$ cat config.mk
export PLATFORM = sky130hd
export DESIGN_NAME = flow_select_top
export DESIGN_NICKNAME = d
export VERILOG_FILES = /design/src/common/flow_pkg.sv /design/src/design/flow_select_top.sv /design/src/design/mux_cfg_regs.sv /design/src/design/flow_out_reg.sv /design/src/design/flow_mux_select.sv
export VERILOG_INCLUDE_DIRS = /design/src /design/src/common
export SDC_FILE = /design/constraint.sdc
export NUM_CORES = 1
export LEC_CHECK = 0
export ABC_AREA = 1
export BUFFER_PORTS_ARGS = -buffer_cell sky130_fd_sc_hd__buf_2
export CORE_MARGIN = 10
export CORE_UTILIZATION = 42
export DETAILED_ROUTE_END_ITERATION = 8
export GPL_TIMING_DRIVEN = 0
export MAX_ROUTING_LAYER = met4
export PLACE_DENSITY = 0.77
export SLEW_MARGIN = 5
export SYNTH_ARGS = -nofsm -noshare
export SYNTH_HDL_FRONTEND = slang
export SYNTH_SLANG_ARGS = --single-unit
$ cat constraint.sdc
create_clock -name clk -period 1.6 [get_ports clk]
set_input_delay 0 -clock clk [delete_from_list [all_inputs] [get_ports clk]]
set_output_delay 0 -clock clk [all_outputs]
set_load 0.05 [all_outputs]
$ cat src/common/flow_params.svh
/*
 * Width settings for the stream selector hub.
 * Include wherever requester count or data width is needed.
 */

`ifndef FLOW_PARAMS_SVH
`define FLOW_PARAMS_SVH

// Number of push requesters feeding the mux
`define FLOW_NUM_REQ 4

// Width of push and pop data words
`define FLOW_DATA_W 16

`endif
$ cat src/common/flow_pkg.sv
/*
 * Shared types and derived widths for the stream selector hub.
 * Holds the configuration address map used by the strobe interface.
 */

`include "flow_params.svh"

package flow_pkg;

  // Select width follows the requester count
  localparam int sel_w = $clog2(`FLOW_NUM_REQ);

  // Counter width, also config read and write data width
  localparam int cnt_w = 16;

  // Configuration register addresses
  typedef enum logic [1:0] {
    REG_SELECT = 2'd0,
    REG_ENABLE = 2'd1,
    REG_COUNT  = 2'd2
  } reg_addr_e;

endpackage

$ cat src/design/flow_select_top.sv
/*
 * Top level of the four-way stream selector hub.
 * Connects the select mux, the output register and the config block.
 * Push handshake to out_valid takes one cycle.
 */

`timescale 1ns/1ps
`include "flow_params.svh"

module flow_select_top (
  input  logic                                        clk,
  input  logic                                        rst,
  input  logic [`FLOW_NUM_REQ-1:0]                    push_valid,
  input  logic [`FLOW_NUM_REQ-1:0][`FLOW_DATA_W-1:0]  push_data,
  output logic [`FLOW_NUM_REQ-1:0]                    push_ready,
  output logic                                        out_valid,
  output logic [`FLOW_DATA_W-1:0]                     out_data,
  input  logic                                        out_ready,
  input  logic                                        cfg_wr,
  input  logic                                        cfg_rd,
  input  flow_pkg::reg_addr_e                         cfg_addr,
  input  logic [flow_pkg::cnt_w-1:0]                  cfg_wdata,
  output logic                                        cfg_rvalid,
  output logic [flow_pkg::cnt_w-1:0]                  cfg_rdata
);

  import flow_pkg::*;

  // Select and enable from software
  logic [sel_w-1:0]        sel;
  logic                    enable;

  // Mux to output register
  logic                    mux_valid;
  logic [`FLOW_DATA_W-1:0] mux_data;
  logic                    mux_ready;

  // --------------------
  // Configuration
  // --------------------

  // Counts transfers by watching the pop port
  mux_cfg_regs i_cfg (
    .clk        (clk),
    .rst        (rst),
    .cfg_wr     (cfg_wr),
    .cfg_rd     (cfg_rd),
    .cfg_addr   (cfg_addr),
    .cfg_wdata  (cfg_wdata),
    .cfg_rvalid (cfg_rvalid),
    .cfg_rdata  (cfg_rdata),
    .out_valid  (out_valid),
    .out_ready  (out_ready),
    .sel        (sel),
    .enable     (enable)
  );

  // --------------------
  // Datapath
  // --------------------

  flow_mux_select i_mux (
    .clk        (clk),
    .rst        (rst),
    .sel        (sel),
    .push_valid (push_valid),
    .push_data  (push_data),
    .push_ready (push_ready),
    .pop_valid  (mux_valid),
    .pop_data   (mux_data),
    .pop_ready  (mux_ready)
  );

  flow_out_reg i_out (
    .clk       (clk),
    .rst       (rst),
    .enable    (enable),
    .in_valid  (mux_valid),
    .in_data   (mux_data),
    .in_ready  (mux_ready),
    .out_valid (out_valid),
    .out_data  (out_data),
    .out_ready (out_ready)
  );

endmodule

$ cat src/design/mux_cfg_regs.sv
/*
 * Configuration registers for the stream selector.
 * Single-cycle write and read strobes; read data returns one cycle later.
 * Holds the source select, the enable bit and an output transfer count.
 */

`timescale 1ns/1ps

module mux_cfg_regs (
  input  logic                       clk,
  input  logic                       rst,
  input  logic                       cfg_wr,
  input  logic                       cfg_rd,
  input  flow_pkg::reg_addr_e        cfg_addr,
  input  logic [flow_pkg::cnt_w-1:0] cfg_wdata,
  output logic                       cfg_rvalid,
  output logic [flow_pkg::cnt_w-1:0] cfg_rdata,
  input  logic                       out_valid,
  input  logic                       out_ready,
  output logic [flow_pkg::sel_w-1:0] sel,
  output logic                       enable
);

  import flow_pkg::*;

  logic             count_clr;
  logic             xfer;
  logic [cnt_w-1:0] count;
  logic [cnt_w-1:0] rd_mux;

  // --------------------
  // Write decode
  // --------------------

  assign count_clr = cfg_wr && (cfg_addr == REG_COUNT);
  assign xfer      = out_valid && out_ready;

  always_ff @(posedge clk) begin
    if (rst) begin
      sel    <= '0;
      enable <= 1'b0;
    end else if (cfg_wr) begin
      if (cfg_addr == REG_SELECT) begin
        sel <= cfg_wdata[sel_w-1:0];
      end
      if (cfg_addr == REG_ENABLE) begin
        enable <= cfg_wdata[0];
      end
    end
  end

  // --------------------
  // Transfer counter
  // --------------------

  // Wraps at full scale
  // A clear in the same cycle as a transfer wins
  always_ff @(posedge clk) begin
    if (rst) begin
      count <= '0;
    end else if (count_clr) begin
      count <= '0;
    end else if (xfer) begin
      count <= count + 1'b1;
    end
  end

  // --------------------
  // Read path
  // --------------------

  // Unmapped addresses read as zero
  always_comb begin
    case (cfg_addr)
      REG_SELECT: rd_mux = {{(cnt_w - sel_w){1'b0}}, sel};
      REG_ENABLE: rd_mux = {{(cnt_w - 1){1'b0}}, enable};
      REG_COUNT:  rd_mux = count;
      default:    rd_mux = '0;
    endcase
  end

  // Read strobe echoes one cycle later
  always_ff @(posedge clk) begin
    if (rst) begin
      cfg_rvalid <= 1'b0;
    end else begin
      cfg_rvalid <= cfg_rd;
    end
  end

  // Captured only on a read strobe
  always_ff @(posedge clk) begin
    if (cfg_rd) begin
      cfg_rdata <= rd_mux;
    end
  end

endmodule

$ cat src/design/flow_out_reg.sv
/*
 * Single-entry ready-valid pipeline register at full throughput.
 * Enable gates acceptance of new words; a held word always drains.
 */

`timescale 1ns/1ps
`include "flow_params.svh"

module flow_out_reg (
  input  logic                    clk,
  input  logic                    rst,
  input  logic                    enable,
  input  logic                    in_valid,
  input  logic [`FLOW_DATA_W-1:0] in_data,
  output logic                    in_ready,
  output logic                    out_valid,
  output logic [`FLOW_DATA_W-1:0] out_data,
  input  logic                    out_ready
);

  logic push_fire;
  logic pop_fire;

  // --------------------
  // Handshakes
  // --------------------

  // Room exists when empty or when the held word leaves this cycle
  assign in_ready  = enable && (!out_valid || out_ready);

  assign push_fire = in_valid && in_ready;
  assign pop_fire  = out_valid && out_ready;

  // --------------------
  // Valid flag
  // --------------------

  always_ff @(posedge clk) begin
    if (rst) begin
      out_valid <= 1'b0;
    end else if (push_fire) begin
      // New word replaces or fills the slot
      out_valid <= 1'b1;
    end else if (pop_fire) begin
      out_valid <= 1'b0;
    end
  end

  // --------------------
  // Data register
  // --------------------

  // Loads only on accept, so data stays put under back-pressure
  always_ff @(posedge clk) begin
    if (push_fire) begin
      out_data <= in_data;
    end
  end

endmodule

$ cat src/design/flow_mux_select.sv
/*
 * Zero-latency ready-valid mux steered by an explicit select.
 * Only the selected requester sees the pop side's ready.
 */

`timescale 1ns/1ps
`include "flow_params.svh"

module flow_mux_select (
  input  logic                                        clk,
  input  logic                                        rst,
  input  logic [flow_pkg::sel_w-1:0]                  sel,
  input  logic [`FLOW_NUM_REQ-1:0]                    push_valid,
  input  logic [`FLOW_NUM_REQ-1:0][`FLOW_DATA_W-1:0]  push_data,
  output logic [`FLOW_NUM_REQ-1:0]                    push_ready,
  output logic                                        pop_valid,
  output logic [`FLOW_DATA_W-1:0]                     pop_data,
  input  logic                                        pop_ready
);

  // --------------------
  // Select range check
  // --------------------

  // Always true at the default widths
  // Catches a select past the last requester if the count stops being a power of two
  sel_in_range_a: assert property (
    @(posedge clk) disable iff (rst) sel < `FLOW_NUM_REQ
  ) else $error("flow_mux_select: select out of range");

  // --------------------
  // Datapath
  // --------------------

  // Forward valid and data of the chosen source
  assign pop_valid = push_valid[sel];
  assign pop_data  = push_data[sel];

  // Ready goes back to the chosen source only
  always_comb begin
    push_ready      = '0;
    push_ready[sel] = pop_ready;
  end

endmodule

# ---- Word-level counts from Yosys, hierarchy flattened
# Index checks and enable logic that the tools add are counted.
dict set report word_totals {
  ff_bits 53
  in_bits 91
  out_inout_bits 38
}
dict set report op_classes {
  add_sub_neg 1
  order_cmp 2
  eq_ne 2
  muxes 9
  bitwise 1
  n_reduce_logical 12
}
# operator count
set ops {}
lappend ops {{one-hot mux 16 bit (3 select lines)} 1}
lappend ops {{binary-select mux 16 bit (select 2 bit)} 1}
lappend ops {{adder 16 x 1 -> 16 bit, second input constant} 1}
lappend ops {{two-way mux 16 bit} 1}
lappend ops {{logical AND 1 bit} 5}
lappend ops {{AND 4 bit} 1}
lappend ops {{two-way mux 1 bit} 4}
lappend ops {{AND reduction 2 bit} 2}
lappend ops {{< comparator 2 x 3 -> 1 bit, second input constant} 1}
lappend ops {{binary-select mux 1 bit (select 2 bit)} 1}
lappend ops {{demux 1 bit (select 2 bit)} 1}
lappend ops {{== test 2 x 1 -> 1 bit, second input constant} 1}
lappend ops {{== test 2 bit, second input constant} 1}
lappend ops {{greater-or-equal comparator 2 x 1 -> 1 bit, second input constant} 1}
lappend ops {{zero test 2 bit} 1}
lappend ops {{nonzero test 2 bit} 1}
lappend ops {{OR reduction 2 bit} 1}
lappend ops {{zero test 1 bit} 1}
lappend ops {{logical OR 1 bit} 1}

# ---- Longest topological paths before layout
dict set report logic_depth {
  depth_word 5
  ltp_mapped 8
  depth_no_buf 8
}

# ---- Modules after synthesis
# A second synthesis with hierarchy kept.
dict set report hier_totals {
  cells_unflattened 387
  area_unflattened_um2 2957.8
}
# mod n_inst cells_each area_per_inst_um2
set modules_own_cells {}
lappend modules_own_cells {mux_cfg_regs 1 189 1585.3}
lappend modules_own_cells {flow_mux_select 1 170 823.3}
lappend modules_own_cells {flow_out_reg 1 28 549.3}

# ---- Worst setup path after synthesis
# Ideal clock, no wire load.
dict set report synth_timing {
  path_type {register to output}
  startpoint {reg i_out.out_valid}
  endpoint {out push_ready[0]}
  arrival_time_ns 1.891
  t_required_ns 1.600
  setup_slack_ns -0.291
  stages_incl_launch_ff 4
  path_cell_list {dfxtp_1 > a21oi_1 > inv_1 > nor3_1}
}
dict set report synth_via {
  elab_chain_cells 4
}
# element line
set synth_rtl {}
lappend synth_rtl {{from (decl)} flow_out_reg.sv:16} ;# output logic out_valid,
lappend synth_rtl {{from (signal assigned)} flow_out_reg.sv:40} ;# out_valid <= 1'b0;
lappend synth_rtl {{from (signal assigned)} flow_out_reg.sv:43} ;# out_valid <= 1'b1;
lappend synth_rtl {{from (signal assigned)} flow_out_reg.sv:45} ;# out_valid <= 1'b0;
lappend synth_rtl {{zero test 1 bit} flow_out_reg.sv:29} ;# assign in_ready = enable && (!out_valid || out_ready);
lappend synth_rtl {{logical OR 1 bit} flow_out_reg.sv:29}
lappend synth_rtl {{logical AND 1 bit} flow_out_reg.sv:29}
lappend synth_rtl {{AND 4 bit (no source line)} -}
lappend synth_rtl {{to (decl)} flow_select_top.sv:15} ;# output logic [`FLOW_NUM_REQ-1:0] push_ready,
# Every way passes these cells.

# ---- Worst setup path after layout
dict set report layout_timing {
  startpoint {reg i_cfg.sel[0] in the netlist's numbering}
  endpoint {out push_ready[1]}
}
dict set report layout_via {
  elab_chain_cells 5
  word_cells_on_any_way 6
  cone_classes {order compare: 2; mux: 2; bitwise: 1; reduce/logical: 1}
}
# element line
set layout_rtl {}
lappend layout_rtl {{from (decl)} mux_cfg_regs.sv:20} ;# output logic [flow_pkg::sel_w-1:0] sel,
lappend layout_rtl {{from (signal assigned)} mux_cfg_regs.sv:44} ;# sel <= cfg_wdata[sel_w-1:0];
lappend layout_rtl {{< comparator 2 x 3 -> 1 bit (implied by the code) or greater-or-equal comparator 2 x 1 -> 1 bit (tied branches)} flow_mux_select.sv:42} ;# push_ready[sel] = pop_ready;
lappend layout_rtl {{logical AND 1 bit (implied by the code)} flow_mux_select.sv:42}
lappend layout_rtl {{two-way mux 1 bit (implied by the code)} flow_mux_select.sv:42}
lappend layout_rtl {{demux 1 bit (select 2 bit) (*)} -}
lappend layout_rtl {{AND 4 bit (no source line) (*)} -}
# Mark *: on every way between the ends. The rest lies on a longest branch, timed or not.

==> summary.md <==
| Metric | Value |
|---|---|
| Hold slack | `around 0.0089 ns` |
| IO Count | `around 130` |
| Die height | `around 100 microns` |
| Synth Area in Adders | `0.004675` |
| H-tree Lvls | `2` |
| Area of the multi-input gates | `approximately 1100 sq um` |
| CTS Root Cell | `clkbuf_8` |
| Die area | `roughly 10000 sq um` |
| RD Place Congestion | `about 0.9` |
| Post-DR vias/cell | `roughly 5.1` |
| Peak supply drop | `between 0.0004 and 0.0005 V` |
| Clock latency on the worst-skew pair | `around 0.30 ns` |
| Final Critical Period | `~1.5 ns` |
| Crit-path max FO | `10` |
| Final critical-path share of the clock period | `0.9551` |
| Iter 0 DRT Violations | `about 140` |
| Initial antenna violation count | `0` |
| Drc violations | `0` |
| Crit end category | `output pin` |
| Vias | `2644` |
| Sequential share of the synthesized area | `0.5161` |
| Core Region | `roughly 6300 sq um` |
| Simple-Gate Fraction of Synth Area | `0.2927` |
| Initial Utilization | `0.4264` |
| # port buffers | `approximately 110` |
| First-pass GRT wire length | `roughly 13 mm` |
| Fmax | `roughly 0.65 GHz` |
| Clk sinks | `53` |
| Drt wl/cell | `between 15 and 20 microns` |
| Async SR Flop Fraction | `0` |
| ANT cells | `0` |
| CP Launch Type | `flip-flop` |
| DR pass1 iterations | `4` |
| Gr busiest metal | `met2` |
| Vias in the first global route | `2643` |
| Setup violators final | `0` |
| Synth Area in Compound Gates | `0.1019` |
| Mux share of post-synthesis cell area | `0` |
| Post-synth EDFFs | `32` |
| Row cnt | `29` |
| FF+latch area | `~1400 sq um` |
| Worst reg-to-reg setup slack | `about 0.14 ns` |
| CTS clk-pin slew, worst paths | `approximately 0.090 ns` |
| # fillers | `558` |
| Xor-xnor portion of the synthesized cell area | `0.003273` |
| Main flop type after synthesis | `edfxtp_1` |
| Largest net degree at the start of global routing | `18` |
| WP data arrival | `between 1.5 and 2 ns` |
| Relative slew slack | `0.7156` |
| HP Class | `in2reg` |
| Setup TNS | `0 ns` |
| CTS Buffer Depth | `2` |
| Synthesized flop and latch total | `53` |
| TritonCTS clock tree | `built` |
| Total Nets Final | `roughly 540` |
| TritonCTS Buffers | `5` |
| GR Layer Usage met1 | `0.1807` |
| Least-Margin Pin Slew | `roughly 0.43 ns` |
| Post-Syn Nets | `between 400 and 500` |
| Post-Route WL | `roughly 8.2 mm` |
| Pwr Density | `approximately 750 nW/um^2` |
| Final-report hold violation count | `0` |
| M2 GR Usage | `0.2708` |
| Share of cells above drive strength 1 | `0.3514` |
| Antenna viol nets, final | `0` |
| Die Wd | `between 90 and 100 microns` |
| Largest family of logic cells by synthesized area | `simple AND/OR/NAND/NOR gates` |
| Library cells used by synthesis | `27` |
| Critical Setup Path Class | `reg2out` |
| P&R area growth vs syn | `33.66%` |
| Ys Warns | `0` |
| Mapped Area | `2676 sq um` |
| Worst path required time | `around 1.6 ns` |
| Setup Skew | `0.005242 ns` |
| Max Cap Viol | `0` |
| RSZ-0062 raised after global routing | `false` |
| Met3 Usage GRT | `0.03297` |
| Avg Cell Area, Syn | `between 8 and 9 sq um` |
| Post-Synthesis Cells | `309` |
| GRT Total Usage | `0.1612` |
| Max-slew violations | `0` |
| Leftover overflow at the end of global routing | `0` |
| Final HPWL DP | `about 6.4 mm` |
| Pleak | `roughly 1.6 nW` |
| Status | `completed` |
cells in the final DEF, fill, tap and decap left out:
master	n
buf_2	120
nand3_1	61
nand2_1	46
nor2_1	37
inv_1	33
edfxtp_1	32
dfxtp_1	21
a22oi_1	16
a21oi_1	12
dlygate4sd3_1	11
o21ai_0	10
nor2_4	5
clkbuf_8	5
buf_4	4
inv_2	3
nand2_4	3
nor3_1	3
buf_6	2
nand4_1	2
nand2_2	2
nor3b_2	2
clkinv_2	2
clkinvlp_4	1
o221ai_1	1
nor2_2	1
nor3_2	1
o21ai_4	1
inv_6	1
o21ai_2	1
xor2_1	1
a21oi_2	1
ha_1	1
clkbuf_1	1
buf_12	1
power by group:
part	internal, mW	leakage [nW]	switching, mW
Sequential	1.48	0.482	0.0106
Clock	0.304	0.0450	0.423
Combinational	0.175	1.04	0.290
Total	1.96	1.57	0.723
path summary, 6_finish.rpt:
kind           startpoint                  to  depth (start not counted)
max reg2reg  i_cfg.sel[0]  i_out.out_data[14]                          8
min                cfg_wr        i_cfg.enable                          3
min reg2reg  i_cfg.enable        i_cfg.enable                          2
max          i_cfg.sel[0]       push_ready[1]                          4
cell usage after synthesis (2+ instances only):
cell       n  area, sq um
nor2_4     5        56.30
buf_6      2        22.52
nand2_1   46        172.7
nor3_1     4        20.02
buf_2      8        40.04
nand2_4    3        33.78
nand3_1   61        305.3
inv_1     34        127.6
nand2_2    2        12.51
nor3b_2    2        25.02
nor2_1    37        138.9
a21oi_1   12        60.06
o21ai_0   10        50.05
edfxtp_1  32        960.9
nand4_1    2        12.51
inv_2      3        11.26
dfxtp_1   21        420.4
a22oi_1   16        120.1
kinds of logic (layout without fill, tap and decap cells):
kind of cell | Yosys count | after routing
buf+inv | 49 | 184
compound gates | 42 | 42
xor+xnor | 1 | 1
simple gates | 163 | 163
flops | 53 | 53
fa+ha+maj | 1 | 1
stage by stage:
| stage | utilization | total power, mW | instances | worst slack (ns) | area, sq um |
|---|---|---|---|---|---|
| after detailed placement | 0.5326 | 1.961 | 500 | -0.1451 | 3343 |
| final | 0.5699 | 2.686 | 521 | 0.07190 | 3577 |
| after global placement | 0.5326 | 1.951 | 500 | -0.1030 | 3343 |
| after global routing | 0.5699 | 2.801 | 521 | 0.01235 | 3577 |
| after CTS | 0.5667 | 2.702 | 520 | 0.02691 | 3557 |
| after floorplan | - | 1.782 | 309 | -0.2911 | 2676 |
critical path: stages, from the launching register on:
cell and delay, ns:
dfxtp_1 0.43, inv_2 0.10, buf_2 0.20, nor3_1 0.19
buf_2 0.31
registers in the layout, indices dropped and copies added (netlist names):
signal            cells
i_cfg.cfg_rdata      16
i_cfg.count          16
i_out.out_data       16
i_cfg.sel             2
i_cfg.cfg_rvalid      1
i_cfg.enable          1
i_out.out_valid       1
what timing repair did:
item / CTS / global route
endpoints found under the hold margin: 11 / 1
endpoints found under the setup margin: 16 / 2
setup buffers: 2 / 0
gates resized for setup: 1 / 5
hold buffers: 10 / 1
layout make-up:
type	instances	share of cell area
Tap cell	77	0.02693
Buffer	11	0.01959
Inverter	38	0.04232
Multi-Input combinational cell	207	0.3026
Sequential cell	53	0.3861
Clock buffer	6	0.02029
Clock inverter	2	0.002798
Timing Repair Buffer	127	0.1994
metal layers:
layer	up-vias	routed length [microns]
met1	1207	3275
met2	99	4156
met4	0	287
met5	-	0
li1	1316	-
met3	22	526
(Power assumes the default switching activity.)
